File: src/include/ex_consts.svh
`ifndef EX_CONSTS_SVH
`define EX_CONSTS_SVH

////////////////////////////////////////////////////
// datapath
////////////////////////////////////////////////////
`define EX_XLEN         32
`define EX_N_WAY        2   // issue and completion slots
`define EX_CDB_BITS     6
`define EX_ZERO_TAG     0   // tag that writes nothing

////////////////////////////////////////////////////
// multiplier and completion queue
////////////////////////////////////////////////////
`define EX_MULT_STAGES  4
`define EX_MULT_BITS    16  // 2*XLEN over the stage count
`define EX_CQ_DEPTH     16  // power of two, pointers wrap

`endif
File: src/design/ex_pkg.sv
`default_nettype none

`include "ex_consts.svh"

package ex_pkg;

	typedef logic [`EX_XLEN-1:0]     word_t;
	typedef logic [`EX_CDB_BITS-1:0] tag_t;

	typedef enum logic [1:0] {
		UNIT_NONE,
		UNIT_ALU,
		UNIT_BRANCH,
		UNIT_MULT
	} ex_unit_e;

	typedef enum logic [3:0] {
		ALU_ADD,
		ALU_SUB,
		ALU_AND,
		ALU_OR,
		ALU_XOR,
		ALU_SLT,
		ALU_SLTU,
		ALU_SLL,
		ALU_SRL,
		ALU_SRA
	} alu_func_e;

	typedef enum logic [1:0] {MUL, MULH, MULHSU, MULHU} mult_func_e;

	typedef enum logic [1:0] {OPA_IS_RS1, OPA_IS_NPC, OPA_IS_PC, OPA_IS_ZERO} opa_sel_e;

	typedef enum logic [2:0] {
		OPB_IS_RS2,
		OPB_IS_I_IMM,
		OPB_IS_S_IMM,
		OPB_IS_B_IMM,
		OPB_IS_U_IMM,
		OPB_IS_J_IMM
	} opb_sel_e;

	// one completion queue slot
	typedef struct packed {
		logic  valid;
		tag_t  tag;
		word_t result;
		logic  take_branch;
		word_t br_target;
	} cq_entry_t;

endpackage

`default_nettype wire

File: src/design/ex_int_lane.sv
`timescale 1ns/1ps
`default_nettype none

`include "ex_consts.svh"

module ex_int_lane (
	input  wire ex_pkg::word_t     opa,
	input  wire ex_pkg::word_t     opb,
	input  wire ex_pkg::word_t     rs1,
	input  wire ex_pkg::word_t     rs2,
	input  wire ex_pkg::alu_func_e func,
	input  wire [2:0]              br_funct3,
	input  wire                    is_branch,
	input  wire                    cond_br,
	input  wire                    uncond_br,
	output ex_pkg::word_t          result,
	output logic                   take_branch,
	output ex_pkg::word_t          target
);

	localparam int SHW = $clog2(`EX_XLEN);

	ex_pkg::word_t sum;
	ex_pkg::word_t alu_out;
	logic          cond;

	assign sum = opa + opb; // shared by add, branch and jump targets

	always_comb begin
		case (func)
			ex_pkg::ALU_ADD:  alu_out = sum;
			ex_pkg::ALU_SUB:  alu_out = opa - opb;
			ex_pkg::ALU_AND:  alu_out = opa & opb;
			ex_pkg::ALU_OR:   alu_out = opa | opb;
			ex_pkg::ALU_XOR:  alu_out = opa ^ opb;
			ex_pkg::ALU_SLT:  alu_out = {{(`EX_XLEN-1){1'b0}}, $signed(opa) < $signed(opb)};
			ex_pkg::ALU_SLTU: alu_out = {{(`EX_XLEN-1){1'b0}}, opa < opb};
			ex_pkg::ALU_SLL:  alu_out = opa << opb[SHW-1:0];
			ex_pkg::ALU_SRL:  alu_out = opa >> opb[SHW-1:0];
			ex_pkg::ALU_SRA:  alu_out = ex_pkg::word_t'($signed(opa) >>> opb[SHW-1:0]);
			default:          alu_out = 32'hface_beec;
		endcase
	end

	// branch compare on funct3
	always_comb begin
		case (br_funct3)
			3'b000:  cond = rs1 == rs2;                   // beq
			3'b001:  cond = rs1 != rs2;                   // bne
			3'b100:  cond = $signed(rs1) < $signed(rs2);  // blt
			3'b101:  cond = $signed(rs1) >= $signed(rs2); // bge
			3'b110:  cond = rs1 < rs2;                    // bltu
			3'b111:  cond = rs1 >= rs2;                   // bgeu
			default: cond = 1'b0;
		endcase
	end

	assign take_branch = uncond_br | (is_branch & cond_br & cond);
	assign target      = sum;

	// branches write nothing, jumps write the link
	assign result = is_branch ? '0 : (uncond_br ? rs1 + rs2 : alu_out);

endmodule

`default_nettype wire

File: config.mk
export PLATFORM = sky130hd
export DESIGN_NAME = ex_int_lane
export DESIGN_NICKNAME = d
export VERILOG_FILES = /design/src/design/ex_pkg.sv /design/src/design/ex_int_lane.sv
export VERILOG_INCLUDE_DIRS = /design/src /design/src/include
export SDC_FILE = /design/constraint.sdc
export NUM_CORES = 1
export LEC_CHECK = 0
export BUFFER_PORTS_ARGS = -buffer_cell sky130_fd_sc_hd__buf_4
export CELL_PAD_IN_SITES_DETAIL_PLACEMENT = 2
export CELL_PAD_IN_SITES_GLOBAL_PLACEMENT = 2
export CORE_ASPECT_RATIO = 0.9
export CORE_MARGIN = 2
export CORE_UTILIZATION = 36
export DETAILED_ROUTE_END_ITERATION = 8
export PLACE_DENSITY_LB_ADDON = 0.1
export SLEW_MARGIN = 10
export SYNTH_ARGS = -nofsm -noshare
export SYNTH_HDL_FRONTEND = slang
export SYNTH_SLANG_ARGS = --single-unit
File: constraint.sdc
create_clock -name vclk -period 12.34
set_input_delay 1.234 -clock vclk [all_inputs]
set_output_delay 1.234 -clock vclk [all_outputs]
set_load 0.005 [all_outputs]
* Yosys cells after proc, flatten, opt, wreduce, memory -nomap -nowiden
Index checks and enable logic that the tools add are counted.
Word-level totals: register bits 0, bits in latches 0, bits in writable memories 0, bits in read-only memories 0, input port bits 138, output and inout port bits 65, memories kept 0
Operators by class: add/subtract/negate cells 3, multiply operators 0, divide/modulo/power cells 0, magnitude comparators 6, equality and inequality tests 16, shift-type cells 3, multiplexer cells 4, bitwise gates (word level) 6, reductions and logical operators 2
Operators by type and width (number):
- $pmux 32 s10 | 1
- $lt 32x32->1 | 4
- $add 32x32->32 | 2
- $ge 32x32->1 | 2
- $mux 32 | 2
- $and 32x32->32 | 1
- $eq 32x32->1 | 1
- $ne 32x32->1 | 1
- $or 32x32->32 | 1
- $shl 32x5->32 | 1
- $shr 32x5->32 | 1
- $sshr 32x5->32 | 1
- $sub 32x32->32 | 1
- $xor 32x32->32 | 1
- $eq 4x3->1 const B | 4
- $eq 3x3->1 const B | 4
- $eq 4x2->1 const B | 2
- $eq 4x4->1 const B | 2
- $pmux 1 s6 | 1
- $eq 4x1->1 const B | 1
- $logic_not 4->1 | 1
- $eq 3x1->1 const B | 1
- $logic_not 3->1 | 1
- $and 1x1->1 | 2
- $or 1x1->1 | 1

* Depth between registers and ports, before layout
depth after elaboration 4, mapped depth 15, depth with buffers taken out 13

* Least setup slack after synthesis
Ideal clock, no wire load.
kind input-to-output, from input opb[2], to output result[30], arrival time 4.711 ns, data required time 11.106 ns, path slack 6.395 ns, stages on the path 15, cells stage by stage clkbuf_1 inv_2 buf_1 buf_1 ha_1 buf_6 nor2b_2 o211ai_2 a2111o_1 a21oi_4 a2111oi_4 or4b_4 a31oi_1 o21ai_1 a221oi_2
Between the ends: word-level cells in the longest chain between the ends 4, elaborated cells on any way between the ends 8
Ends and longest elaborated chain:
- from (decl) | RTL line ex_int_lane.sv:8 | input wire ex_pkg::word_t opb,
- $sub 32x32->32 (tied with other cells) | RTL line ex_int_lane.sv:32 | ex_pkg::ALU_SUB: alu_out = opa - opb;
- $pmux 32 s10 * | RTL line ex_int_lane.sv:30 | case (func)
- $mux 32 * (2 in a row) | RTL line ex_int_lane.sv:62 | assign result = is_branch ? '0 : (uncond_br ? rs1 + rs2 : alu_out);
- to (decl) | RTL line ex_int_lane.sv:16 | output ex_pkg::word_t result,
Mark *: on every way between the ends. The rest lies on a longest branch, timed or not.

* Worst setup path after layout
from input opb[1], to output result[31]
Same word-level chain as after synthesis.

==> results.py <==
metrics = {
    "run_status": {
        "status": "complete, no violations",
    },
    "worst_hold_path": {
        "holdCritStartpoint": "cond_br",
        "timing.hold.worst.class": "in2out",
        "min_path_cells": 4,
        "hold-path-endpoint": "take_branch",
    },
    "finish": {
        "design.final.nets": 2141,
        "most_common_library_cell_in_the_layout_ignoring_fill_and_taps": "buf_4",
        "filler_cell_count": 4076,
        "area_delta_synth_final_pct": 14.2,
        "seq_area_sq_um": 0,
        "antenna-diode-count": 0,
        "layout.sequential_cells": 0,
        "layout.cells.most_common_list": "218 x buf_4, 195 x nor2_1, 169 x a21oi_1, 165 x inv_1, 160 x ha_1",
        "layout-drive-gt1-share": 0.168,
        "clockBufferCount": 0,
        "postLayoutCoreUtil": 0.414,
    },
    "logic_synthesis": {
        "postSynthNetCount": 2038,
        "synth_top_family_by_area": "compound AO/OA/AOI/OAI gates",
        "post_synth_mux_area_share": 0.141,
        "post_synthesis_adder_cell_area_fraction": 0.174,
        "netlist_area_sq_mm": 0.0118,
        "avgSynthCellArea_sq_um": 6.82,
        "unique_cell_type_count_in_the_yosys_netlist": 87,
        "synth_area_in_compound_gates": 0.344,
        "share_of_the_synthesized_netlist_area_taken_by_xor_and_xnor_gates": 0.0495,
        "synthesized_instance_count": 1737,
        "share_of_synthesized_cell_area_in_and_or_nand_and_nor_gates": 0.195,
        "synthDominantAreaCellType": "ha_1",
        "yosys.area.top_type_share": 0.169,
        "ys_warn_count": 0,
        "sequential_cell_area_fraction_in_the_yosys_report": 0,
        "yosys-top-cells-area": "ha_1 17%, mux4_2 7.4%, a21oi_1 7.2%, nor2_1 6.2%, inv_1 5.2%",
    },
    "timing": {
        "maxClockFrequency_mhz": 133,
        "report.final.setup_viol": 0,
        "relative_slew_slack": 0.261,
        "final_min_period_over_clock_period": 0.610,
        "worst_hold_slack_ns": 2.89,
        "timing.final.hold_violations": 0,
        "rsz_0062_raised_after_global_routing": "false",
        "drv_slew": 0,
        "setup-tns-final_ns": 0,
        "min_period_ns": 7.53,
        "tightestPinTransition_ns": 1.09,
        "setup_slack_ns": 4.81,
    },
    "placed_design": {
        "gpl.final_weighted_congestion": 0.957,
        "portBuffers": 203,
        "dp_worst_setup_slack_ns": 5.00,
        "dp.final_hpwl_um": 50600,
    },
    "power": {
        "switching_share": 0.616,
        "power-per-cell-area_mw_per_mm2": 52.9,
        "power.switching_mw": 0.440,
        "vdd_ir_drop_max_mv": 0.0283,
        "pwr-share-clk": 0,
        "internal_power_mw": 0.275,
        "seq_power_share": 0,
        "power.share.combinational": 1.000,
        "p_leak_nw": 6.01,
    },
    "drt": {
        "drt_wl_total_um": 62600,
        "firstDrtPassIters": 5,
        "drc_errors": 0,
        "top_signal_layer_used": "met4",
        "post_drt_via_cell_ratio": 6.45,
        "met3_length_um": 3830,
        "drt_iter0_drc": 1375,
        "wire_per_inst_um": 27.7,
        "met2RoutedLength_um": 28600,
        "antenna_left": 0,
        "dr_total_vias": 14600,
        "detail_route.wirelength.met1_um": 28200,
    },
    "floorplan": {
        "start_util": 0.362,
        "die_height_um": 176,
        "die_w_um": 195,
        "ioPinCount": 203,
        "placeableCoreArea_sq_mm": 0.0327,
        "design.die.area_sq_mm": 0.0344,
        "rows": 63,
    },
    "critical_path": {
        "timing_worst_setup_path_type": "in2out",
        "worstSetupStartpointType": "input port",
        "cp_max_fo": 66,
        "cp-end-kind": "output pin",
        "wp_data_arrival_ns": 6.29,
        "cp_data_required_time_ns": 11.11,
    },
    "global_route": {
        "grt.total_usage": 0.352,
        "first_global_vias": 15200,
        "grt_start_max_net_pins": 74,
        "antenna_found_initial": 2,
        "grt_pass1_wl_um": 94100,
        "gr-total-overflow": 0,
    },
    "clock_network": {
        "cts_resized": 0,
        "ctsHoldBuffers": 0,
        "post_cts_buffers": 0,
    },
    "run": {
        "max-cap-violations": 0,
    },
}
-- power by group through the flow --
stage / registers (mW) / logic, mW / clock network, mW
after floorplan: 0 / 0.416 / 0
final: 0 / 0.715 / 0
after global placement: 0 / 0.680 / 0
after CTS: 0 / 0.701 / 0
after detailed placement: 0 / 0.697 / 0
after global routing: 0 / 0.765 / 0
-- per-stage QoR --
stage	power, mW	area [sq um]	std cells
after floorplan	0.416	11800	1737
after global placement	0.680	13500	2260
after detailed placement	0.697	13500	2260
after CTS	0.701	13500	2260
after global routing	0.765	13500	2260
final	0.715	13500	2260
-- kinds of logic after synthesis --
| logic type | count (synthesis) |
|---|---|
| compound gates | 611 |
| xor+xnor | 67 |
| fa+ha+maj | 163 |
| buf+inv | 287 |
| mux | 116 |
| simple gates | 493 |
-- cell usage after synthesis (19+ instances only) --
cell and number:
mux4_2 39, nand4_1 20, a221oi_1 39, mux2_2 19, nor3_1 37, o211ai_1 38
nand2b_1 20, nand2_1 107, a211oi_1 35, xnor2_1 58, a21o_1 28, mux2i_1 58
clkbuf_1 75, a22oi_1 20, o21ai_0 118, a31oi_1 20, ha_1 160, nor2_1 196
inv_1 165, a21oi_1 170, nand3_1 29
-- layout make-up --
| cell class | count | area [sq um] | area share |
|---|---|---|---|
| multi-input cells | 1450 | 10700 | 0.793 |
| repair buffers | 218 | 1640 | 0.121 |
| inverters | 170 | 638 | 0.0472 |
| well taps | 422 | 528 | 0.0390 |
-- routing by layer --
metal | up-vias | global-route usage
li1 | 6573 | -
met1 | 7329 | 0.479
met2 | 564 | 0.586
met3 | 104 | 0.0453
met4 | 0 | 0.0961
met5 | - | 0
-- critical path, cell delays in order --
cell and delay (ns):
buf_4 0.65, inv_2 0.56, ha_1 0.53, nor3_1 0.09, o31ai_1 0.67, a21oi_1 0.18, a211oi_1 0.78, nor3_1 0.27
o31ai_2 0.44, a311oi_1 0.17, o41ai_1 0.44, a31oi_1 0.08, buf_4 0.17
-- worst max path at each step --
stage / start / end
2_1_floorplan: opb[2] / result[30]
3_3_place_gp: opb[1] / result[31]
3_5_place_dp: opb[1] / result[31]
4_1_cts: opb[1] / result[31]
5_1_grt: opb[1] / result[31]
6_report: opb[1] / result[31]
No activity file was read; power rests on OpenSTA's default activity.
