## src/include/ex_consts.svh

```systemverilog
`ifndef EX_CONSTS_SVH
`define EX_CONSTS_SVH

////////////////////////////////////////////////////
// datapath
////////////////////////////////////////////////////
`define EX_XLEN         32
`define EX_N_WAY        2   // issue and completion slots
`define EX_CDB_BITS     6
`define EX_ZERO_TAG     0   // tag that writes nothing

////////////////////////////////////////////////////
// multiplier and completion queue
////////////////////////////////////////////////////
`define EX_MULT_STAGES  4
`define EX_MULT_BITS    16  // 2*XLEN over the stage count
`define EX_CQ_DEPTH     16  // power of two, pointers wrap

`endif
```

## src/design/ex_pkg.sv

```systemverilog
`default_nettype none

`include "ex_consts.svh"

package ex_pkg;

	typedef logic [`EX_XLEN-1:0]     word_t;
	typedef logic [`EX_CDB_BITS-1:0] tag_t;

	typedef enum logic [1:0] {
		UNIT_NONE,
		UNIT_ALU,
		UNIT_BRANCH,
		UNIT_MULT
	} ex_unit_e;

	typedef enum logic [3:0] {
		ALU_ADD,
		ALU_SUB,
		ALU_AND,
		ALU_OR,
		ALU_XOR,
		ALU_SLT,
		ALU_SLTU,
		ALU_SLL,
		ALU_SRL,
		ALU_SRA
	} alu_func_e;

	typedef enum logic [1:0] {MUL, MULH, MULHSU, MULHU} mult_func_e;

	typedef enum logic [1:0] {OPA_IS_RS1, OPA_IS_NPC, OPA_IS_PC, OPA_IS_ZERO} opa_sel_e;

	typedef enum logic [2:0] {
		OPB_IS_RS2,
		OPB_IS_I_IMM,
		OPB_IS_S_IMM,
		OPB_IS_B_IMM,
		OPB_IS_U_IMM,
		OPB_IS_J_IMM
	} opb_sel_e;

	// one completion queue slot
	typedef struct packed {
		logic  valid;
		tag_t  tag;
		word_t result;
		logic  take_branch;
		word_t br_target;
	} cq_entry_t;

endpackage

`default_nettype wire

```

## src/design/ex_complete_queue.sv

```systemverilog
`timescale 1ns/1ps
`default_nettype none

`include "ex_consts.svh"

module ex_complete_queue (
	input  wire                                 clock,
	input  wire                                 reset,
	input  wire                                 branch_haz,
	input  wire [`EX_N_WAY-1:0]                 int_valid,
	input  wire ex_pkg::tag_t  [`EX_N_WAY-1:0]  int_tag,
	input  wire ex_pkg::word_t [`EX_N_WAY-1:0]  int_result,
	input  wire [`EX_N_WAY-1:0]                 int_take_branch,
	input  wire ex_pkg::word_t [`EX_N_WAY-1:0]  int_target,
	input  wire [`EX_N_WAY-1:0]                 int_is_branch,
	input  wire [`EX_N_WAY-1:0]                 mult_done,
	input  wire ex_pkg::tag_t  [`EX_N_WAY-1:0]  mult_tag,
	input  wire ex_pkg::word_t [`EX_N_WAY-1:0]  mult_product,
	output logic [`EX_N_WAY-1:0]                complete_valid,
	output ex_pkg::tag_t  [`EX_N_WAY-1:0]       complete_tag,
	output logic [`EX_N_WAY-1:0]                reg_wr_en,
	output ex_pkg::word_t [`EX_N_WAY-1:0]       ex_result,
	output logic [`EX_N_WAY-1:0]                take_branch,
	output ex_pkg::word_t [`EX_N_WAY-1:0]       br_target
);

	localparam int NW   = `EX_N_WAY;
	localparam int N_IN = 2 * `EX_N_WAY; // mult lanes then int lanes
	localparam int PW   = $clog2(`EX_CQ_DEPTH);

	ex_pkg::cq_entry_t [N_IN-1:0]         in_entry;
	logic [N_IN-1:0]                      in_cbr;
	logic [N_IN-1:0][PW-1:0]              wr_idx;
	logic [PW:0]                          n_in;
	logic [PW:0]                          n_out;
	logic [PW-1:0]                        head;
	logic [PW-1:0]                        tail;
	logic [PW:0]                          count;
	ex_pkg::cq_entry_t                    q [`EX_CQ_DEPTH];
	logic [`EX_CQ_DEPTH-1:0]              cbr_q; // conditional branch, no write

	always_comb begin
		for (int w = 0; w < NW; w++) begin
			in_entry[w]    = '{valid: mult_done[w], tag: mult_tag[w], result: mult_product[w],
				take_branch: 1'b0, br_target: '0};
			in_cbr[w]      = 1'b0;
			in_entry[NW+w] = '{valid: int_valid[w], tag: int_tag[w], result: int_result[w],
				take_branch: int_take_branch[w], br_target: int_target[w]};
			in_cbr[NW+w]   = int_is_branch[w];
		end
	end

	// pack strobed results behind tail
	always_comb begin
		n_in = '0;
		for (int k = 0; k < N_IN; k++) begin
			wr_idx[k] = PW'(tail + n_in);
			if (in_entry[k].valid)
				n_in = n_in + 1'b1;
		end
	end

	assign n_out = (count > NW) ? (PW+1)'(NW) : count; // up to two leave per edge

	always_ff @(posedge clock) begin
		if (reset || branch_haz) begin
			head  <= '0;
			tail  <= '0;
			count <= '0;
		end else begin
			head  <= PW'(head + n_out);
			tail  <= PW'(tail + n_in);
			count <= count + n_in - n_out;
		end
	end

	always_ff @(posedge clock) begin
		for (int k = 0; k < N_IN; k++) begin
			if (in_entry[k].valid) begin
				q[wr_idx[k]]     <= in_entry[k];
				cbr_q[wr_idx[k]] <= in_cbr[k];
			end
		end
	end

	////////////////////////////////////////////////////
	// oldest entries out
	////////////////////////////////////////////////////
	always_comb begin
		logic [PW-1:0] rd_idx;
		for (int w = 0; w < NW; w++) begin
			rd_idx            = PW'(head + w);
			complete_valid[w] = count > w;
			complete_tag[w]   = q[rd_idx].tag;
			ex_result[w]      = q[rd_idx].result;
			take_branch[w]    = complete_valid[w] & q[rd_idx].take_branch;
			br_target[w]      = q[rd_idx].br_target;
			reg_wr_en[w]      = complete_valid[w] && !cbr_q[rd_idx] &&
				q[rd_idx].tag != ex_pkg::tag_t'(`EX_ZERO_TAG);
		end
	end

	// no back-pressure upstream, so the stimulus must leave room
	a_no_overflow: assert property (@(posedge clock) disable iff (reset)
		!branch_haz |-> (count + n_in - n_out <= `EX_CQ_DEPTH));

endmodule

`default_nettype wire

```

## config.mk

```make
export PLATFORM = sky130hd
export DESIGN_NAME = ex_complete_queue
export DESIGN_NICKNAME = d
export VERILOG_FILES = /design/src/design/ex_pkg.sv /design/src/design/ex_complete_queue.sv
export VERILOG_INCLUDE_DIRS = /design/src /design/src/include
export SDC_FILE = /design/constraint.sdc
export NUM_CORES = 2
export LEC_CHECK = 0
export ABC_CLOCK_PERIOD_IN_PS = 8540
export CORE_UTILIZATION = 53
export CTS_CLUSTER_DIAMETER = 80
export DETAILED_ROUTE_END_ITERATION = 16
export DONT_BUFFER_PORTS = 1
export PLACE_DENSITY_LB_ADDON = 0.08
export SETUP_SLACK_MARGIN = 0.05
export SYNTH_ARGS = -nofsm -noshare
export SYNTH_HDL_FRONTEND = slang
export SYNTH_SLANG_ARGS = --single-unit
export TNS_END_PERCENT = 50
```

## constraint.sdc

```tcl
create_clock -name clock -period 8.54 [get_ports clock]
set_input_delay 1.708 -clock clock [delete_from_list [all_inputs] [get_ports clock]]
set_output_delay 1.708 -clock clock [all_outputs]
set_load 0.005 [all_outputs]
```

== Word-level counts from Yosys, hierarchy flattened ==
Memories as Yosys holds them, arrays and structs flattened. A register that Yosys moved wholly into a read port is not among the register bits.
Index checks and enable logic that the tools add are counted.
Word-level totals
  flip-flop bits (word level): 29
  memory bits (writable): 1152
  input bits: 227
  memories kept: 1
Cells by class
  $add $sub $neg: 11
  $lt $le $gt $ge: 13
  muxes and demuxes: 32
  bitwise logic cells: 6
  reductions and logical operators: 13
Memories
  q: depth 16, width 72, read ports 2, clocked after Yosys merged registers in 1, wr ports 4, line ex_complete_queue.sv:39  | ex_pkg::cq_entry_t q [`EX_CQ_DEPTH];
Operators with widths (count)
  16-bit two-way mux: 4
  16-bit bitwise AND: 2
  16-bit bitwise mux: 2
  16-bit inverter: 2
  4-bit by 5-bit less-than comparator with 1-bit output (second input constant): 6
  4-bit adder: 5
  5-bit two-way mux: 4
  1-bit demux with 4-bit select: 4
  4-bit by 1-bit >= comparator with 1-bit output (second input constant): 4
  5-bit by 1-bit adder with 5-bit output (second input constant): 3
  1-bit two-way mux: 15
  6-bit nonzero test: 2
  5-bit by 1-bit greater-than comparator with 1-bit output (second input constant): 2
  1-bit binary-select mux with 4-bit select: 2
  1-bit logical AND: 8
  5-bit adder: 1
  5-bit by 2-bit greater-than comparator with 1-bit output (second input constant): 1
  5-bit subtractor: 1
  4-bit by 1-bit adder with 4-bit output (second input constant): 1
  4-bit two-way mux: 1
  1-bit bitwise AND: 2
  1-bit logical NOT: 2
  1-bit logical OR: 1

== Longest topological paths before layout ==
  depth in word-level cells: 13
  gate-level depth with buffers: 16
  gate-level depth less buffers: 16

== Worst setup path after synthesis ==
Ideal clock, no wire load.
  path type: input-to-reg
  start: in mult_done[1]
  end: mem q[10][0] (netlist name) (enable)
  setup time: 1.120 ns
  data arrival time: 5.810 ns
  data required time: 7.420 ns
  slack: 1.609 ns
  stages on the path: 10
  path buffers: 0
  cells stage by stage: inv_1 -> ha_1 -> xor2_1 -> ha_1 -> inv_1 -> fa_1 -> xnor2_1 -> nor2_1 -> nand2_1 -> o2111ai_1
RTL lines
  from (decl): line ex_complete_queue.sv:16  | input wire [`EX_N_WAY-1:0] mult_done,
  to (decl): line ex_complete_queue.sv:39

==> out/metrics.csv <==
metric;value;unit
wire per inst;37.7;um
Critical Path Start Type;flop;
Synth Register Bits;1165;
TritonRoute pass-1 iters;9;
number of synthesis warnings;0;
Post-CTS Resized;0;
num rows;142;
sequential area share after synthesis;43.0;%
proportion of layout cells with a drive suffix above 1;17.4;%
nets@finish;7405;
Synth Area in Simple Gates;14.9;%
Remaining Overflow, GRT;0;
CTS tree;done;
share of the synthesized area in the top cell type;42.3;%
first-pass GRT wire length;492;mm
Top Ports;373;
Peak VDD IR;0.214;mV
CP max FO;54;
Post CTS Setup Buffer Count;0;
Multi-input gate area;0.0429;mm2
Vert. Die Dim;392;um
CTS sink count;1165;
Worst-Skew Late Latency;800;ps
r2r setup slk;3230;ps
Synth Area in Adders;0.490;%
global-route usage over all layers;44.9;%
top-count cell post-synth;nand2_1;
ys async rst share;0;%
CTS Buf Count;138;
final-report hold violation count;0;
clock root buffer;clkbuf_16;
core area;0.150;mm2
max-slew violations;1;
kind of cell adding the most delay to the critical path;compound AO/OA/AOI/OAI gates;
placed insts;9026;
Synth Area in Compound Gates;12.4;%
Die ar.;0.154;mm2
Syn Inst Count;7842;
period utilization;89.8;%
Post-route DRC;0;
Fill cells;12449;
final setup TNS;0;ps
xor/xnor share of the synthesized area;0.259;%
RSZ-0062 raised after global routing;false;
clock skew;26.7;ps
combinational family with the most area after synthesis;multiplexers;
CTS Hold Bufs;0;
status;finished, violations left;
global placement routability congestion;0.929;
number of vias in the routed layout;70704;
final non-filler cell total;9277;
largest net degree at the start of global routing;138;
P&R area growth vs syn;6.37;%
pwr dens;226;mW/mm2
Vias per Instance;7.62;
minimum clock period;7670;ps
H-tree lvl count;4;
die width;392;um
Register Area;0.0347;mm2
initial antenna violation count;11;
Max Fclk;130;MHz
maxcap violations;1;
Port Buf Inserts;0;
ordered list of cells on the worst path;buf_4 > xor2_1 > nor2_1 > a22oi_1 > nand2_1 > nor4_1 > a211oi_1;
Max Root-Sink Buffers;3;
vias in the first global route;66830;
final wirelength;350;mm
Starting Density;53.6;%
post-synthesis mux area share;24.0;%
Synth top cells by count;1,984 x nand2_1, 1,136 x edfxtp_1, 743 x clkbuf_1;
largest area contributor in the netlist;edfxtp_1;
EDFF count, synth;1136;
buffers and inverters on the worst path;1;
Cell variety after synth;54;
Leakage;31.8;nW
Iter 0 DRT Violations;11719;
synthesized area per cell;10.3;um2
most common flop cell mapped by yosys;edfxtp_1;
critical path arrival;5960;ps
Crit. End Element;primary output;
worst min path class;flop to flop;
final setup violation count;0;
required time worst endpoint;6830;ps
DPL Wire Length;193;mm
antenna-violating nets left;0;
synth top area cells;edfxtp_1 42%, mux4_2 19%, nand2_1 9.2%;
Reg clk slew, reported paths;60;ps
worst-margin pin slew;1600;ps
largest stage delay on the critical path;1320;ps
Critical Path Slowest Stage Cell;a211oi_1;
Max-slew headroom;-7.04;%
Worst Path Class, Setup;flop to primary output;
Mapped Area;0.0807;mm2
failing checks;max-capacitance violations, max-slew violations;
worst min-delay path: stages, from the launching register on:
cell     delay (ps)
dfxtp_1         320
inv_1            50
o22ai_1          70
worst paths after layout:
check                              start           end  cells past startpoint
worst max register to register   tail[1]      q[7][46]                      9
worst max-delay path             head[3]  reg_wr_en[1]                      7
worst min register to register  cbr_q[6]      cbr_q[6]                      2
worst min-delay path            cbr_q[6]      cbr_q[6]                      2
through the flow:
step / instance area, um2 / total power, W / setup WS (ps) / hold slack (ps) / util (%)
6_report: 85900 / 0.0194 / 874 / 491 / 57.0
5_1_grt: 85800 / 0.0198 / 1240 / 509 / 57.0
4_1_cts: 85800 / 0.0191 / 1400 / 489 / 57.0
3_5_place_dp: 81700 / 0.0135 / 1890 / 480 / 54.3
3_3_place_gp: 81700 / 0.0134 / 1990 / 469 / 54.3
2_1_floorplan: 80700 / 0.0116 / 1610 / 458 / -
power by group:
group / total (W) / switching, W / internal, W
Combinational: 0.00631 / 0.00375 / 0.00256
Sequential: 0.00736 / 0.000324 / 0.00703
Clock: 0.00573 / 0.00255 / 0.00318
cells in the final DEF, fill, tap and decap left out, types with 32 or more instances in the layout:
master     netlist  final
a211oi_1        40     40
a21oi_1        444    444
a22o_1         423    423
and2_1          54     46
buf_4            5    128
clkbuf_16        0    142
clkinv_1         0     40
edfxtp_1      1136   1136
inv_1           32     32
mux2_2         116    116
mux2i_1        206    206
mux4_2         696    696
nand2_1       1984   1956
nand3_1        520    504
nor2_1         295    277
nor2b_1         46     46
o21ai_0        480    480
o21ai_1        200    196
kinds of logic after synthesis:
kind of cell	Yosys count
AO/OA/AOI/OAI	1636
XOR/XNOR	23
adder cells (fa/ha/maj)	28
buffers and inverters	1020
flip-flops	1165
multiplexers	1029
other	2
AND/OR/NAND/NOR	2939
registers in the layout, indices dropped and copies added (netlist names):
register and count:
cbr_q 16, count 5, tail 4, q 1136, head 4
per-layer routing:
metal | up-vias | global-route usage, % | share of wire [%]
li1 | 27689 | - | -
met1 | 34683 | 56.5 | 33
met2 | 6816 | 65.5 | 43
met3 | 1512 | 18.1 | 17
met4 | 4 | 25.8 | 6.7
met5 | - | 0 | 0.0066
layout make-up:
type	count	share of cell area, %
Antenna cell	10	0.0291
Clock buffer	168	4.25
Clock inverter	73	0.580
Inverter	33	0.144
Multi-Input combinational cell	5659	49.9
Sequential cell	1165	40.4
Tap cell	2016	2.94
Timing Repair Buffer	153	1.70
No activity file was read; power rests on OpenSTA's default activity.
