`src/include/ex_consts.svh`:
```
`ifndef EX_CONSTS_SVH
`define EX_CONSTS_SVH

////////////////////////////////////////////////////
// datapath
////////////////////////////////////////////////////
`define EX_XLEN         32
`define EX_N_WAY        2   // issue and completion slots
`define EX_CDB_BITS     6
`define EX_ZERO_TAG     0   // tag that writes nothing

////////////////////////////////////////////////////
// multiplier and completion queue
////////////////////////////////////////////////////
`define EX_MULT_STAGES  4
`define EX_MULT_BITS    16  // 2*XLEN over the stage count
`define EX_CQ_DEPTH     16  // power of two, pointers wrap

`endif
```
`src/design/ex_pkg.sv`:
```
`default_nettype none

`include "ex_consts.svh"

package ex_pkg;

	typedef logic [`EX_XLEN-1:0]     word_t;
	typedef logic [`EX_CDB_BITS-1:0] tag_t;

	typedef enum logic [1:0] {
		UNIT_NONE,
		UNIT_ALU,
		UNIT_BRANCH,
		UNIT_MULT
	} ex_unit_e;

	typedef enum logic [3:0] {
		ALU_ADD,
		ALU_SUB,
		ALU_AND,
		ALU_OR,
		ALU_XOR,
		ALU_SLT,
		ALU_SLTU,
		ALU_SLL,
		ALU_SRL,
		ALU_SRA
	} alu_func_e;

	typedef enum logic [1:0] {MUL, MULH, MULHSU, MULHU} mult_func_e;

	typedef enum logic [1:0] {OPA_IS_RS1, OPA_IS_NPC, OPA_IS_PC, OPA_IS_ZERO} opa_sel_e;

	typedef enum logic [2:0] {
		OPB_IS_RS2,
		OPB_IS_I_IMM,
		OPB_IS_S_IMM,
		OPB_IS_B_IMM,
		OPB_IS_U_IMM,
		OPB_IS_J_IMM
	} opb_sel_e;

	// one completion queue slot
	typedef struct packed {
		logic  valid;
		tag_t  tag;
		word_t result;
		logic  take_branch;
		word_t br_target;
	} cq_entry_t;

endpackage

`default_nettype wire

```
`src/design/ex_mult_lane.sv`:
```
`timescale 1ns/1ps
`default_nettype none

`include "ex_consts.svh"

module ex_mult_lane (
	input  wire                     clock,
	input  wire                     reset,
	input  wire                     branch_haz,
	input  wire                     start,
	input  wire ex_pkg::mult_func_e func,
	input  wire ex_pkg::tag_t       tag,
	input  wire ex_pkg::word_t      mcand,
	input  wire ex_pkg::word_t      mplier,
	output logic                    done,
	output ex_pkg::tag_t            done_tag,
	output ex_pkg::word_t           product
);

	localparam int XL = `EX_XLEN;
	localparam int DW = 2 * `EX_XLEN;
	localparam int S  = `EX_MULT_STAGES;
	localparam int MB = `EX_MULT_BITS;

	logic               mcand_sgn;
	logic               mplier_sgn;
	logic               vld_q    [S+1];
	logic [DW-1:0]      prod_q   [S+1];
	logic [DW-1:0]      mcand_q  [S+1];
	logic [DW-1:0]      mplier_q [S+1];
	ex_pkg::mult_func_e func_q   [S+1];
	ex_pkg::tag_t       tag_q    [S+1];

	// mulhsu has a signed mcand and an unsigned mplier
	assign mcand_sgn  = func != ex_pkg::MULHU;
	assign mplier_sgn = func == ex_pkg::MUL || func == ex_pkg::MULH;

	assign vld_q[0]    = start;
	assign prod_q[0]   = '0;
	assign mcand_q[0]  = {{XL{mcand_sgn & mcand[XL-1]}}, mcand};
	assign mplier_q[0] = {{XL{mplier_sgn & mplier[XL-1]}}, mplier};
	assign func_q[0]   = func;
	assign tag_q[0]    = tag;

	////////////////////////////////////////////////////
	// stages
	////////////////////////////////////////////////////
	for (genvar i = 0; i < S; i++) begin : g_stage
		always_ff @(posedge clock) begin
			if (reset || branch_haz)
				vld_q[i+1] <= 1'b0;
			else
				vld_q[i+1] <= vld_q[i];
		end

		// one MB-bit slice of the mplier per stage
		always_ff @(posedge clock) begin
			prod_q[i+1]   <= prod_q[i] + mcand_q[i] * DW'(mplier_q[i][MB-1:0]);
			mcand_q[i+1]  <= mcand_q[i] << MB;
			mplier_q[i+1] <= mplier_q[i] >> MB;
			func_q[i+1]   <= func_q[i];
			tag_q[i+1]    <= tag_q[i];
		end
	end

	assign done     = vld_q[S];
	assign done_tag = tag_q[S];
	assign product  = (func_q[S] == ex_pkg::MUL) ? prod_q[S][XL-1:0] : prod_q[S][DW-1:XL];

	a_func_known: assert property (@(posedge clock) disable iff (reset)
		start |-> !$isunknown(func));

endmodule

`default_nettype wire

```
`config.mk`:
```
export PLATFORM = sky130hd
export DESIGN_NAME = ex_mult_lane
export DESIGN_NICKNAME = d
export VERILOG_FILES = /design/src/design/ex_pkg.sv /design/src/design/ex_mult_lane.sv
export VERILOG_INCLUDE_DIRS = /design/src /design/src/include
export SDC_FILE = /design/constraint.sdc
export NUM_CORES = 2
export LEC_CHECK = 0
export BUFFER_PORTS_ARGS = -buffer_cell sky130_fd_sc_hd__buf_2
export CAP_MARGIN = 20
export CORE_UTILIZATION = 43
export DETAILED_ROUTE_END_ITERATION = 6
export PLACE_DENSITY = 0.65
export SYNTH_ARGS = -nofsm -noshare
export SYNTH_HDL_FRONTEND = slang
export SYNTH_SLANG_ARGS = --single-unit
```
`constraint.sdc`:
```
create_clock -name clock -period 8.85 [get_ports clock]
set_input_delay 0.885 -clock clock [delete_from_list [all_inputs] [get_ports clock]]
set_output_delay 0.885 -clock clock [all_outputs]
set_load 0.03 [all_outputs]
```
After elaboration in Yosys (flattened, before gate mapping):

Index checks and enable logic that the tools add are counted.

* bits in read-only memories: 0
* memory bits (writable): 0
* word-level logic and storage cells: 38
* register bits after elaboration: 378
* bits of input ports: 76
* bits in latches: 0
* memories: 0
* output and inout port bits: 39

* mux-type cells: 1
* reductions and logical operators: 4
* $lt $le $gt $ge: 0
* bitwise gates (word level): 2
* eq/ne operators: 2
* $mul: 4
* shift operators: 0
* $add $sub $neg: 3
* div/mod/pow operators: 0

Operators by type and width (count)
* 64-bit adder: 3
* 33-bit by 17-bit multiplier with 50-bit output: 1
* 48-bit by 16-bit multiplier with 48-bit output: 1
* 32-bit by 16-bit multiplier with 32-bit output: 1
* 32-bit two-way mux: 1
* 16-bit by 1-bit multiplier with 16-bit output: 1
* 2-bit zero test: 2
* 1-bit bitwise AND: 2
* 2-bit by 1-bit equality test with 1-bit output (second input constant): 1
* 1-bit logical OR: 2
* 2-bit != test (second input constant): 1

Logic depth before layout (Yosys ltp):

* depth in word-level cells: 3
* depth in mapped cells: 38
* depth with buffers taken out: 36

Least setup slack after synthesis:

Ideal clock, no wire load.

* path kind: reg2reg
* start: register mcand_q[222] in the netlist's numbering
* end: register prod_q[190] in the netlist's numbering
* path slack: 0.853 ns
* path buffers: 1
* required time: 8.778 ns
* library setup time: 0.072 ns
* cell stages (with the launch flop): 36
* period minus slack after synthesis: 7.997 ns
* arrival: 7.925 ns
* cell sequence: dfxtp_1 > clkbuf_1 > nand2_1 > fa_1 > inv_1 > fa_1 > inv_1 > fa_1 > inv_1 > fa_1 > fa_1 > inv_1 > fa_1 > inv_1 > ha_1 > a21o_1 > a21o_1 > a32o_1 > a2111oi_2 > nor2_1 > a21o_1 > a21oi_1 > xnor2_1 > ha_1 > a21o_1 > a21o_1 > a21oi_1 > nor3_1 > nor2_1 > a21oi_2 > a2111oi_2 > o41ai_2 > a31oi_1 > o21ai_1 > a21oi_1 > xnor2_1

* cells in the longest elaborated chain, start to end: 2

Ends and longest elaborated chain
* start, declared: RTL line ex_mult_lane.sv:29 `logic [DW-1:0] mcand_q [S+1];`
* start signal, assigned by index: RTL line ex_mult_lane.sv:59 `mcand_q[i+1] <= mcand_q[i] << MB;`
* 48-bit by 16-bit multiplier with 48-bit output: RTL line ex_mult_lane.sv:58 `prod_q[i+1] <= prod_q[i] + mcand_q[i] * DW'(mplier_q[i][MB-1:0]);`
* 64-bit adder: RTL line ex_mult_lane.sv:58
* end signal, assigned by index: RTL line ex_mult_lane.sv:58
* end, declared: RTL line ex_mult_lane.sv:28 `logic [DW-1:0] prod_q [S+1];`

No other way between the ends.
A chain may end at the register's enable or synchronous reset.

Worst setup path in the final report:

* start: register mplier_q[196] in the netlist's numbering
* end: register prod_q[190] in the netlist's numbering

* cells in the longest elaborated chain, start to end: 2

Ends and longest elaborated chain
* start, declared: RTL line ex_mult_lane.sv:30 `logic [DW-1:0] mplier_q [S+1];`
* start signal, assigned by index: RTL line ex_mult_lane.sv:60 `mplier_q[i+1] <= mplier_q[i] >> MB;`
* 48-bit by 16-bit multiplier with 48-bit output: RTL line ex_mult_lane.sv:58
* 64-bit adder: RTL line ex_mult_lane.sv:58

No other way between the ends.

==> impl_metrics.py <==
metrics = {
    "outcome": {
        "outcome": "complete, no violations",
    },
    "grt": {
        "grt_max_degree": 34,
        "grt_antenna_before_repair": 9,
        "track_usage_pct": 23.0,
        "grt_pass1_wl_mm": 234,
        "overflow": 0,
        "grt_pass1_vias": 41407,
    },
    "drt": {
        "num_vias": 38220,
        "viasPerCell": 5.06,
        "drtIter0Drc": 2417,
        "ant_nets": 0,
        "wl_mm": 145,
        "firstDrtPassIters": 6,
        "drc_errors": 0,
        "routedWlPerCell_um": 19.2,
    },
    "timing": {
        "finalHoldViolCount": 0,
        "fin_skew_ns": 0.0227,
        "tightest_slew_ns": 0.883,
        "maxClockFrequency_mhz": 118,
        "final_max_slew_viol_count": 0,
        "setup_viol": 0,
        "maxSlewHeadroom_pct": 40.7,
        "fin_crit_ns": 8.48,
        "fin_crit_sh_pct": 95.8,
        "holdWs_ns": 0.307,
    },
    "final_layout": {
        "final_area_um2": 59600,
        "fill_cells": 12096,
        "fin_nets": 7489,
        "multiInputGateArea_um2": 42000,
        "final_common_cell": "inv_1",
        "drive_gt1_share_pct": 6.98,
        "regArea_um2": 7600,
        "area_growth_pct": 7.70,
        "fin_util_pct": 46.7,
        "layout_common_cells": "1330 x inv_1, 1206 x fa_1, 758 x nand2_1, 437 x and2_1, 354 x dfxtp_1",
    },
    "die": {
        "core_area_um2": 128000,
        "core.rowCount": 131,
        "die_h_um": 361,
        "die_area_um2": 130000,
        "die_width_um": 361,
        "start_util_pct": 43.4,
        "ios": 115,
    },
    "placed_design": {
        "dpl_cell_area_um2": 58000,
        "place_congestion": 0.917,
        "io_buffers": 114,
        "dp_hpwl_mm": 122,
    },
    "cts": {
        "clockBufferDepth": 3,
        "cts-hold-fix-buffers": 0,
        "cts-root-buf": "clkbuf_16",
        "clk_latency_ns": 0.59,
        "cts_buffers": 42,
        "htree_levels": 2,
        "cts_tree": "yes",
        "cts.clk_slew.worst_paths_ns": 0.06,
        "cts.sinks": 378,
    },
    "min_path": {
        "min_path_type": "reg2reg",
    },
    "logic_synthesis": {
        "synth-edff-count": 0,
        "ys.flop_type": "dfxtp_1",
        "postSynthNetCount": 7421,
        "netlist_area_um2": 55300,
        "postSynthCellCount": 5785,
        "yosys_warnings": 0,
        "ys_async_sr_fraction_pct": 0,
        "synth-seq-cells": 378,
        "syn_avg_cell_area_um2": 9.56,
        "ys_seq_area_share_pct": 13.7,
        "ys_types": 86,
    },
    "setup_path": {
        "arrival_ns": 8.95,
        "cp_max_fo": 8,
        "critPathMaxStageDelay_ns": 0.54,
        "crit_type": "reg2reg",
        "timing.critical_path.mode_cell": "fa_1",
        "worstPathRequired_ns": 9.32,
        "worstSetupEndpointType": "flip-flop",
        "cp_slowest_cell": "fa_1",
        "crit_path_start_kind": "flip-flop",
    },
    "job": {
        "maxCapViolations": 0,
    },
}
[final cells by class]
class	count	area share, %
Tap cell	1662	3.49
Clock inverter	19	0.456
Clock buffer	57	1.94
Inverter	1330	8.38
Antenna cell	1	0.00420
Timing Repair Buffer	222	2.40
Sequential cell	378	12.8
Multi-Input combinational cell	3879	70.6
[critical path: cells and delay by family (launching register included)]
kind,cells,cell delay (ns)
AO/OA/AOI/OAI,15,2.73
XOR/XNOR,1,0.12
adder cells (fa/ha/maj),8,3.67
buffers and inverters,5,0.39
flip-flops,1,0.37
AND/OR/NAND/NOR,6,1.06
[metrics by stage]
| stage | TNS (ns) | worst slack, ns | instances |
|---|---|---|---|
| after floorplan | 0 | 0.853 | 5785 |
| after global placement | 0 | 0.311 | 7468 |
| after detailed placement | 0 | 0.204 | 7468 |
| after CTS | 0 | 0.132 | 7544 |
| after global routing | -0.00237 | -0.00237 | 7548 |
| final | 0 | 0.371 | 7548 |
[registers in the layout, summed over array words and instances (netlist names)]
signal and flops:
prod_q 242, mcand_q 81, vld_q 3, mplier_q 19, func_q 8, done_tag 6, tag_q 18, done 1
[worst paths after layout]
kind                                             from                   to  slack (ns)  cells after the start
worst min-delay path              prod_q[136]$_DFF_P_   prod_q[72]$_DFF_P_        0.31                      0
worst min register to register    prod_q[136]$_DFF_P_   prod_q[72]$_DFF_P_        0.31                      0
worst max register to register  mplier_q[196]$_DFF_P_  prod_q[190]$_DFF_P_        0.37                     35
worst max-delay path            mplier_q[196]$_DFF_P_  prod_q[190]$_DFF_P_        0.37                     35
[logic make-up (layout without fill, tap and decap cells)]
kind of cell	after synthesis	count (layout)	share of synthesized area, %
simple gates	1489	1489	12.9
flops	378	378	13.7
compound gates	551	551	6.82
other cells	0	1	0
fa+ha+maj	1560	1560	51.7
buf+inv	1528	1628	10.4
xor+xnor	247	247	3.91
mux	32	32	0.651
[metal layers]
metal	vias to the layer above	track usage [%]	part of all wire [%]
met3	180	3.83	7.1
met2	1137	37.3	46
met5	-	0	0.021
met4	4	5.87	2.6
li1	17294	-	-
met1	19605	32.0	44
[cells in the mapped netlist (4+ instances only)]
cell type	number	area, um2
a221oi_1	5	43.8
a21o_1	112	841
a211oi_1	11	82.6
nor2b_1	32	200
or3_1	9	56.3
nand2_1	758	2850
nor3_1	23	115
buf_4	6	45.0
and3_1	23	144
a211o_1	5	43.8
o21ai_0	73	365
nand3_1	29	145
clkbuf_1	190	713
mux2_2	32	360
inv_1	1330	4990
nand4_1	12	75.1
fa_1	1206	24100
xnor2_1	179	1570
a31o_2	5	43.8
a21boi_0	4	30.0
xor2_1	68	596
o31a_1	4	35.0
o21bai_1	27	203
a21oi_1	166	831
o31ai_1	9	67.6
a31oi_1	14	87.6
and2_1	437	2730
o21ai_1	14	70.1
nand2b_1	28	175
o211ai_1	8	60.1
nor2_1	108	405
or2_2	8	50.1
a21oi_2	8	70.1
nor4_1	4	25.0
o21a_1	27	203
ha_1	354	4430
dfxtp_1	378	7570
[timing repair]
item                       4_1_cts  5_1_grt
resized for setup                0       41
setup endpoints to repair        0       12
setup buffers                    0        1
hold endpoints to repair         0        0
Power is left out: the tool's default activity adds up to more than one toggle a clock period on the data nets, which glitch-free logic cannot reach.
