File: config.mk
export PLATFORM = sky130hd
export DESIGN_NAME = ex_issue_router
export DESIGN_NICKNAME = d
export VERILOG_FILES = /design/src/design/ex_pkg.sv /design/src/design/ex_issue_router.sv
export VERILOG_INCLUDE_DIRS = /design/src /design/src/include
export SDC_FILE = /design/constraint.sdc
export NUM_CORES = 1
export LEC_CHECK = 0
export BUFFER_PORTS_ARGS = -buffer_cell sky130_fd_sc_hd__buf_2
export CAP_MARGIN = 10
export CORE_AREA = 2 2 309 311
export DETAILED_ROUTE_END_ITERATION = 10
export DIE_AREA = 0 0 311 313
export PLACE_DENSITY_LB_ADDON = 0.1
export SLEW_MARGIN = 40
export SYNTH_ARGS = -nofsm -noshare
export SYNTH_HDL_FRONTEND = slang
export SYNTH_SLANG_ARGS = --single-unit
File: constraint.sdc
create_clock -name vclk -period 0.9
set_input_delay 0.09 -clock vclk [all_inputs]
set_output_delay 0.09 -clock vclk [all_outputs]
set_load 0.03 [all_outputs]
File: src/include/ex_consts.svh
`ifndef EX_CONSTS_SVH
`define EX_CONSTS_SVH

////////////////////////////////////////////////////
// datapath
////////////////////////////////////////////////////
`define EX_XLEN         32
`define EX_N_WAY        2   // issue and completion slots
`define EX_CDB_BITS     6
`define EX_ZERO_TAG     0   // tag that writes nothing

////////////////////////////////////////////////////
// multiplier and completion queue
////////////////////////////////////////////////////
`define EX_MULT_STAGES  4
`define EX_MULT_BITS    16  // 2*XLEN over the stage count
`define EX_CQ_DEPTH     16  // power of two, pointers wrap

`endif
File: src/design/ex_pkg.sv
`default_nettype none

`include "ex_consts.svh"

package ex_pkg;

	typedef logic [`EX_XLEN-1:0]     word_t;
	typedef logic [`EX_CDB_BITS-1:0] tag_t;

	typedef enum logic [1:0] {
		UNIT_NONE,
		UNIT_ALU,
		UNIT_BRANCH,
		UNIT_MULT
	} ex_unit_e;

	typedef enum logic [3:0] {
		ALU_ADD,
		ALU_SUB,
		ALU_AND,
		ALU_OR,
		ALU_XOR,
		ALU_SLT,
		ALU_SLTU,
		ALU_SLL,
		ALU_SRL,
		ALU_SRA
	} alu_func_e;

	typedef enum logic [1:0] {MUL, MULH, MULHSU, MULHU} mult_func_e;

	typedef enum logic [1:0] {OPA_IS_RS1, OPA_IS_NPC, OPA_IS_PC, OPA_IS_ZERO} opa_sel_e;

	typedef enum logic [2:0] {
		OPB_IS_RS2,
		OPB_IS_I_IMM,
		OPB_IS_S_IMM,
		OPB_IS_B_IMM,
		OPB_IS_U_IMM,
		OPB_IS_J_IMM
	} opb_sel_e;

	// one completion queue slot
	typedef struct packed {
		logic  valid;
		tag_t  tag;
		word_t result;
		logic  take_branch;
		word_t br_target;
	} cq_entry_t;

endpackage

`default_nettype wire

File: src/design/ex_issue_router.sv
`timescale 1ns/1ps
`default_nettype none

`include "ex_consts.svh"

module ex_issue_router (
	input  wire  [`EX_N_WAY-1:0]                     issue_valid,
	input  wire  ex_pkg::ex_unit_e   [`EX_N_WAY-1:0] issue_unit,
	input  wire  ex_pkg::alu_func_e  [`EX_N_WAY-1:0] issue_alu_func,
	input  wire  ex_pkg::mult_func_e [`EX_N_WAY-1:0] issue_mult_func,
	input  wire  ex_pkg::opa_sel_e   [`EX_N_WAY-1:0] issue_opa_sel,
	input  wire  ex_pkg::opb_sel_e   [`EX_N_WAY-1:0] issue_opb_sel,
	input  wire  ex_pkg::word_t      [`EX_N_WAY-1:0] issue_inst,
	input  wire  ex_pkg::word_t      [`EX_N_WAY-1:0] issue_pc,
	input  wire  ex_pkg::word_t      [`EX_N_WAY-1:0] issue_npc,
	input  wire  ex_pkg::word_t      [`EX_N_WAY-1:0] issue_rs1,
	input  wire  ex_pkg::word_t      [`EX_N_WAY-1:0] issue_rs2,
	input  wire  ex_pkg::tag_t       [`EX_N_WAY-1:0] issue_tag,
	input  wire  [`EX_N_WAY-1:0]                     issue_cond_br,
	input  wire  [`EX_N_WAY-1:0]                     issue_uncond_br,
	output ex_pkg::word_t      [`EX_N_WAY-1:0]       int_opa,
	output ex_pkg::word_t      [`EX_N_WAY-1:0]       int_opb,
	output ex_pkg::word_t      [`EX_N_WAY-1:0]       int_rs1,
	output ex_pkg::word_t      [`EX_N_WAY-1:0]       int_rs2,
	output ex_pkg::alu_func_e  [`EX_N_WAY-1:0]       int_func,
	output logic [`EX_N_WAY-1:0][2:0]                int_br_funct3,
	output logic [`EX_N_WAY-1:0]                     int_is_branch,
	output logic [`EX_N_WAY-1:0]                     int_cond_br,
	output logic [`EX_N_WAY-1:0]                     int_uncond_br,
	output logic [`EX_N_WAY-1:0]                     int_valid,
	output ex_pkg::tag_t       [`EX_N_WAY-1:0]       int_tag,
	output logic [`EX_N_WAY-1:0]                     mult_start,
	output ex_pkg::word_t      [`EX_N_WAY-1:0]       mult_mcand,
	output ex_pkg::word_t      [`EX_N_WAY-1:0]       mult_mplier,
	output ex_pkg::mult_func_e [`EX_N_WAY-1:0]       mult_func,
	output ex_pkg::tag_t       [`EX_N_WAY-1:0]       mult_tag
);

	localparam ex_pkg::word_t OPA_MARK = 32'hdead_fbac; // bad opa select
	localparam ex_pkg::word_t OPB_MARK = 32'hface_feed; // bad opb select

	always_comb begin
		ex_pkg::word_t inst;
		ex_pkg::word_t imm_i, imm_s, imm_b, imm_u, imm_j;
		for (int w = 0; w < `EX_N_WAY; w++) begin
			inst  = issue_inst[w];
			imm_i = {{20{inst[31]}}, inst[31:20]};
			imm_s = {{20{inst[31]}}, inst[31:25], inst[11:7]};
			imm_b = {{19{inst[31]}}, inst[31], inst[7], inst[30:25], inst[11:8], 1'b0};
			imm_u = {inst[31:12], 12'b0};
			imm_j = {{11{inst[31]}}, inst[31], inst[19:12], inst[20], inst[30:21], 1'b0};

			case (issue_opa_sel[w])
				ex_pkg::OPA_IS_RS1:  int_opa[w] = issue_rs1[w];
				ex_pkg::OPA_IS_NPC:  int_opa[w] = issue_npc[w];
				ex_pkg::OPA_IS_PC:   int_opa[w] = issue_pc[w];
				ex_pkg::OPA_IS_ZERO: int_opa[w] = '0;
				default:             int_opa[w] = OPA_MARK;
			endcase
			case (issue_opb_sel[w])
				ex_pkg::OPB_IS_RS2:   int_opb[w] = issue_rs2[w];
				ex_pkg::OPB_IS_I_IMM: int_opb[w] = imm_i;
				ex_pkg::OPB_IS_S_IMM: int_opb[w] = imm_s;
				ex_pkg::OPB_IS_B_IMM: int_opb[w] = imm_b;
				ex_pkg::OPB_IS_U_IMM: int_opb[w] = imm_u;
				ex_pkg::OPB_IS_J_IMM: int_opb[w] = imm_j;
				default:              int_opb[w] = OPB_MARK;
			endcase

			// jumps link through the lane's second adder, npc + 0
			int_rs1[w] = issue_uncond_br[w] ? issue_npc[w] : issue_rs1[w];
			int_rs2[w] = issue_uncond_br[w] ? '0 : issue_rs2[w];

			int_valid[w]     = issue_valid[w] && (issue_unit[w] == ex_pkg::UNIT_ALU ||
				issue_unit[w] == ex_pkg::UNIT_BRANCH);
			int_is_branch[w] = issue_valid[w] && issue_unit[w] == ex_pkg::UNIT_BRANCH;
			int_cond_br[w]   = issue_cond_br[w];
			int_uncond_br[w] = issue_uncond_br[w];
			int_func[w]      = issue_alu_func[w];
			int_br_funct3[w] = inst[14:12];
			int_tag[w]       = issue_tag[w];

			mult_start[w]  = issue_valid[w] && issue_unit[w] == ex_pkg::UNIT_MULT;
			mult_mcand[w]  = issue_rs1[w];
			mult_mplier[w] = issue_rs2[w];
			mult_func[w]   = issue_mult_func[w];
			mult_tag[w]    = issue_tag[w];
		end
	end

endmodule

`default_nettype wire

# Word-level counts from Yosys, hierarchy flattened
# Cells that the tools add are included.
# W data, S select, Z words.
op_classes:
  n_eq_ne: 22
  n_mux: 8
  reduce_logical: 12
ops:
  columns: ["cell", "n"]
  rows:
  - ["$pmux W32 S6", 2]
  - ["$pmux W32 S4", 2]
  - ["$mux W32", 4]
  - ["$eq A2 B2 Y1 const B", 8]
  - ["$eq A3 B2 Y1 const B", 4]
  - ["$eq A3 B3 Y1 const B", 4]
  - ["$eq A2 B1 Y1 const B", 4]
  - ["$eq A3 B1 Y1 const B", 2]
  - ["$logic_and A1 B1 Y1", 6]
  - ["$logic_not A3 Y1", 2]
  - ["$logic_not A2 Y1", 2]
  - ["$logic_or A1 B1 Y1", 2]
word_totals:
  regBits: 0
  input_bits: 364
  out_inout_bits: 436
  word_cells: 42

# Depth between registers and ports, before layout
# Gate-level depths: netlist (run 1).
depth:
  word_depth: 3
  depth_mapped: 6
  mapped_depth_nobuf: 3

# Least setup slack after synthesis (run 1)
# OpenSTA, ideal clock, no wires.
synth_path:
  path_type: "input-to-output"
  start: "in issue_opb_sel[4] (netlist bit)"
  end: "out int_opb[33] (netlist bit)"
  arrival_ps: 1271
  required_time_ps: 810
  setup_slack_ps: -461
  cell_stages: 4
  path_buffers: 1
  path_cell_list: "buf_2 > nor2_2 > a22oi_1 > o21ai_0"
synth_lines:
  columns: ["element", "line_no", "source"]
  rows:
  - ["start: declaration", "ex_issue_router.sv:12", "input wire ex_pkg::opb_sel_e [`EX_N_WAY-1:0] issue_opb_sel,"]
  - ["end: declaration", "ex_issue_router.sv:22", "output ex_pkg::word_t [`EX_N_WAY-1:0] int_opb,"]

==> flow_metrics.env, run 1 <==
export IMPL_min_path_type="in -> out"
export IMPL_io_pins=800
export IMPL_timing_slew_headroom_pct=76.7
export IMPL_fin_crit_ns=1.22
export IMPL_max_cap_violations=0
export IMPL_power_density_nw_per_um2=700
export IMPL_wl_per_cell_um=19.2
export IMPL_dieArea_sq_um=97300
export IMPL_core_sq_um=94200
export IMPL_drive_gt1_share_pct=93.6
export IMPL_drt_total_wl_um=52500
export IMPL_critPathLaunchType="primary input"
export IMPL_grt_pass1_wl_um=71200
export IMPL_synth_area_leaders="buf_4 26%, mux2_2 14%, mux2i_1 13%"
export IMPL_rsz0062_at_grt="true"
export IMPL_seq_area_sq_um=0
export IMPL_area_delta_synth_final_pct=201
export IMPL_synth_area_per_cell_sq_um=6.73
export IMPL_yosys_warnings=0
export IMPL_wl_met1_um=20100
export IMPL_vias_per_cell=3.07
export IMPL_route_met2_wl_um=27800
export IMPL_violations="setup timing"
export IMPL_outcome="complete, but fails checks"
export IMPL_grt_overflow_total=0
export IMPL_rows=113
export IMPL_design_seq_count=0
export IMPL_required_ns=0.81
export IMPL_whs_ns=0.180
export IMPL_leakage_nw=7.49
export IMPL_grt_usage_pct=10.0
export IMPL_slowest_delay_ns=0.26
export IMPL_synth_top_area_share_pct=25.6
export IMPL_grt_pass1_vias=9096
export IMPL_wl_met3_um=3920
export IMPL_antenna_found_initial=6
export IMPL_io_buffers=722
export IMPL_placed_area_sq_um=11200
export IMPL_critPathKind="in -> out"
export IMPL_setup_slack_ns=-0.317
export IMPL_irDropWorstVdd_uv=224
export IMPL_top_layer="met5"
export IMPL_worst_setup_path_end_kind="primary output"
export IMPL_crit_arrival_ns=1.13
export IMPL_synth_nets=1154
export IMPL_synth_area_sq_um=5290
export IMPL_syn_inst=786
export IMPL_first_iter_violations=189
export IMPL_grt_max_degree=19
export IMPL_synth_cell_types=34
export IMPL_die_y_um=313
export IMPL_place_hpwl_um=43900
export IMPL_crit_fanout=8
export IMPL_die_x_um=311
export IMPL_synth_seq_area_share_pct=0
export IMPL_cpMaxStageDelayCell="or2_4"
export IMPL_finalMaxSlewViolations=0
export IMPL_gp_congestion=0.807
export IMPL_yosysMostFrequentCell="buf_4"
export IMPL_dr_pass1_iters=4
export IMPL_clkbuf_count=0
export IMPL_yosys_area_top_type="buf_4"
export IMPL_finalInstanceArea_sq_um=15900
export IMPL_crit_path_cell_trace="buf_8 > buf_8 > or2_4 > buf_6 > a32o_2 > buf_6"
export IMPL_worst_pin_slew_ns=0.350
export IMPL_tns_ns=-27.98
export IMPL_vias=8384
export IMPL_setup_viol=211
export IMPL_fin_nets=1832
export IMPL_detail_route_antenna_nets=0
export IMPL_drc=0
export IMPL_hold_viol_final=0
export IMPL_synth_commonest_cells="180 x buf_4, 105 x o21ai_0, 90 x nand2_1"
export IMPL_fmax_mhz=822
export IMPL_fin_crit_sh_pct=135
export IMPL_start_util_pct=5.62
## through the flow
step / power (mW) / util [%] / worst slack, ns / cells
2_1_floorplan: 5.69 / - / -0.219 / 786
3_3_place_gp: 8.34 / 11.9 / -0.606 / 2648
3_5_place_dp: 8.30 / 11.9 / -0.581 / 2648
4_1_cts: 11.1 / 16.5 / -0.332 / 2732
5_1_grt: 11.7 / 16.9 / -0.337 / 2731
6_report: 11.1 / 16.9 / -0.317 / 2731
## timing repair
| item | in CTS | in global routing |
|---|---|---|
| setup buffers | 65 | 17 |
| endpoints found under the setup margin | 252 | 248 |
| resized for setup | 903 | 144 |
| hold buffers | 0 | 0 |
| cloned | 23 | 1 |
| pin swaps | 123 | 66 |
## cell usage in the layout (no fill, tap or decap), types with 3 or more instances in the layout
cell	Yosys	final
buf_2	31	453
buf_6	3	282
o21ai_2	0	73
buf_4	180	72
nor2b_4	0	65
mux2_4	0	64
buf_12	0	57
nand2_4	0	48
mux2i_1	68	42
nand2_2	0	28
buf_8	0	26
a21oi_2	0	25
o21ai_4	0	22
mux2i_2	0	20
a22oi_2	0	20
buf_16	0	16
nand2_1	90	14
o22ai_2	0	13
nand3_2	0	10
o22ai_4	0	9
nor2b_2	0	9
o21ai_1	6	8
a21oi_4	0	8
o21ai_0	105	8
mux2i_4	0	6
nand2b_4	0	5
and2_4	0	5
nor2_4	0	5
diode_2	0	4
or2_4	0	4
a21oi_1	37	4
nor3_4	0	4
and2_1	8	3
ha_1	4	3
## worst max-delay path: cells and delay by family
family                 cells  cell delay, ns
AOI/OAI and AO/OA          1            0.26
buffers and inverters      4            0.52
and+or+nand+nor            1            0.26
## kinds of logic (layout without fill, tap and decap cells)
family | Yosys count | in the layout | synth area share (%)
compound gates | 206 | 206 | 21.9
simple gates | 206 | 206 | 19.8
buf+inv | 238 | 914 | 30.8
fa+ha+maj | 4 | 4 | 0.947
mux | 132 | 132 | 26.5
other cells | 0 | 4 | 0
## power breakdown
part	internal [mW]	leakage (nW)	total, mW	switching (mW)
Combinational	5.01	7.49	11.1	6.13
Clock	0.000000597	0.0000254	0.000000597	0
Sequential	0	0	0	0
## metal layers
layer  vias to the layer above  GRT usage, %
li1                       3946             -
met1                      4006          11.6
met2                       400          18.6
met3                        30          2.81
met4                         2          1.66
met5                         -             0
## final cells by class
class,count,area [sq um]
tap,1265,1580
fill,10700,78200
inverter,6,48.8
antenna,4,10.0
timing repair buffer,908,7990
multi-input combinational,548,6290
## worst paths after layout
path           to              start  cells past startpoint  slack (ns)
max   int_opb[16]   issue_opb_sel[0]                      6       -0.32
min   int_func[1]  issue_alu_func[1]                      0        0.18
Power figures use the tool's default switching activity.
==> run 2, diff against run 1 <==
Settings changed: BUFFER_PORTS_ARGS -buffer_cell sky130_fd_sc_hd__buf_2 to default, CORE_AREA 2 2 309 311 to 2 2 311 313, DIE_AREA 0 0 311 313 to 0 0 313 315, DONT_BUFFER_PORTS from default to 1.
==> run 2 against run 1 <==
Compared with the run above:
- the flow still finishes with violations (setup timing)
- cell count down 29%
- critical path depth decreased by 2
- sequential share of layout area unchanged
- final area shrank 46%
- combinational power is 51% lower
- flip-flop and latch count stayed put
- non-clock buffer count decreased by 803
- first-iteration DRC count fell by 24%
- global-route usage shrank 2.3 points
- utilization fell by 7.9 points
- hold slack is essentially flat
- critical endpoint is now int_opa[49]
- largest cell class is now multi-input gates
- largest power group unchanged
==> flow_metrics.env, run 2 (same netlist as run 1, synthesis figures left out) <==
export IMPL_crit_path_cell_trace="nor2b_4 > buf_12 > nand2_1 > o21ai_4"
export IMPL_seq_area_sq_um=0
export IMPL_final_util_pct=9.06
export IMPL_final_common_cell="mux2i_1"
export IMPL_power_mw=5.47
export IMPL_power_density_nw_per_um2=631
export IMPL_timing_slew_headroom_pct=68.6
export IMPL_rsz0062_at_grt="true"
export IMPL_dieArea_sq_um=98600
export IMPL_finalNonFillerCells=1935
export IMPL_leakage_nw=3.04
export IMPL_crit_arrival_ns=0.93
export IMPL_io_buffers=0
export IMPL_drive_gt1_share_pct=68.9
export IMPL_setup_viol=62
export IMPL_finalMaxSlewViolations=0
export IMPL_clkbuf_count=0
export IMPL_rows=114
export IMPL_fmax_mhz=985
export IMPL_drt_total_wl_um=42700
export IMPL_fin_crit_ns=1.02
export IMPL_violations="setup timing"
export IMPL_worst_setup_path_end_kind="primary output"
export IMPL_grt_usage_pct=7.75
export IMPL_area_delta_synth_final_pct=63.9
export IMPL_start_util_pct=5.52
export IMPL_dr_pass1_iters=4
export IMPL_crit_buf_inv=1
export IMPL_most_common_layout_cells="66 x mux2i_1, 62 x nand2_1, 56 x mux2_4"
export IMPL_max_cap_violations=0
export IMPL_required_ns=0.81
export IMPL_cpMaxStageDelayCell="nor2b_4"
export IMPL_multi_input_area_sq_um=5690
export IMPL_io_pins=800
export IMPL_min_path_type="in -> out"
export IMPL_wl_per_cell_um=22.1
export IMPL_hold_viol_final=0
export IMPL_worst_pin_slew_ns=0.470
export IMPL_detail_route_antenna_nets=0
export IMPL_ctsHoldBuffers=0
export IMPL_fin_crit_sh_pct=113
export IMPL_antenna_found_initial=10
export IMPL_grt_pass1_wl_um=53600
export IMPL_nFillCells=11100
export IMPL_crit_fanout=33
export IMPL_fin_nets=1029
export IMPL_drc=0
export IMPL_grt_max_degree=66
export IMPL_grt_overflow_total=0
export IMPL_vias=5458
export IMPL_whs_ns=0.180
export IMPL_dp_cells=1928
export IMPL_die_y_um=315
export IMPL_setup_slack_ns=-0.115
export IMPL_design_seq_count=0
export IMPL_irDropWorstVdd_uv=181
export IMPL_critPathLaunchType="primary input"
export IMPL_grt_pass1_vias=5739
export IMPL_first_iter_violations=143
export IMPL_die_x_um=313
export IMPL_critPathKind="in -> out"
export IMPL_place_hpwl_um=37200
export IMPL_crit_family="simple AND/OR/NAND/NOR gates"
export IMPL_vias_per_cell=2.82
export IMPL_core_sq_um=95700
export IMPL_n_antenna_cell=0
export IMPL_gp_congestion=0.744
export IMPL_outcome="complete, but fails checks"
export IMPL_slowest_delay_ns=0.22
-- run 2: final cells by class --
cell class                 count  area share, %
multi-input combinational    548           65.6
tap                         1276           18.4
timing repair buffer         105           15.5
inverter                       6          0.462
-- run 2: final timing paths --
kind / start / to / cells after the start
max: issue_opa_sel[2] / int_opa[49] / 4
min: issue_rs2[24] / mult_mplier[24] / 0
-- run 2: stage by stage --
step / setup slack (ns) / setup TNS, ns / instance area (sq um)
finish: -0.115 / -2.45 / 8670
global route: -0.105 / -3.46 / 8670
CTS: -0.120 / -2.50 / 8170
detailed placement: -0.225 / -5.90 / 7570
global placement: -0.235 / -5.89 / 7570
floorplan: -0.219 / -9.29 / 6730
-- run 2: metal layers --
layer	wire [um]	up-vias	track usage (%)
met5	167	-	0.725
met4	406	12	0.565
met3	4870	34	3.53
met2	20200	420	12.8
met1	17000	2672	9.49
li1	-	2320	-
-- run 2: report_power, final --
group | switching, mW | internal [mW] | leakage, nW
combinational | 3.33 | 2.15 | 3.04
clock | 0 | 0 | 0
sequential | 0 | 0 | 0
-- run 2: repair_timing --
item / CTS / global route
gates resized for setup: 111 / 105
setup endpoints to repair: 65 / 86
setup buffers: 9 / 1
pin swaps: 21 / 35
cloned: 1 / 2
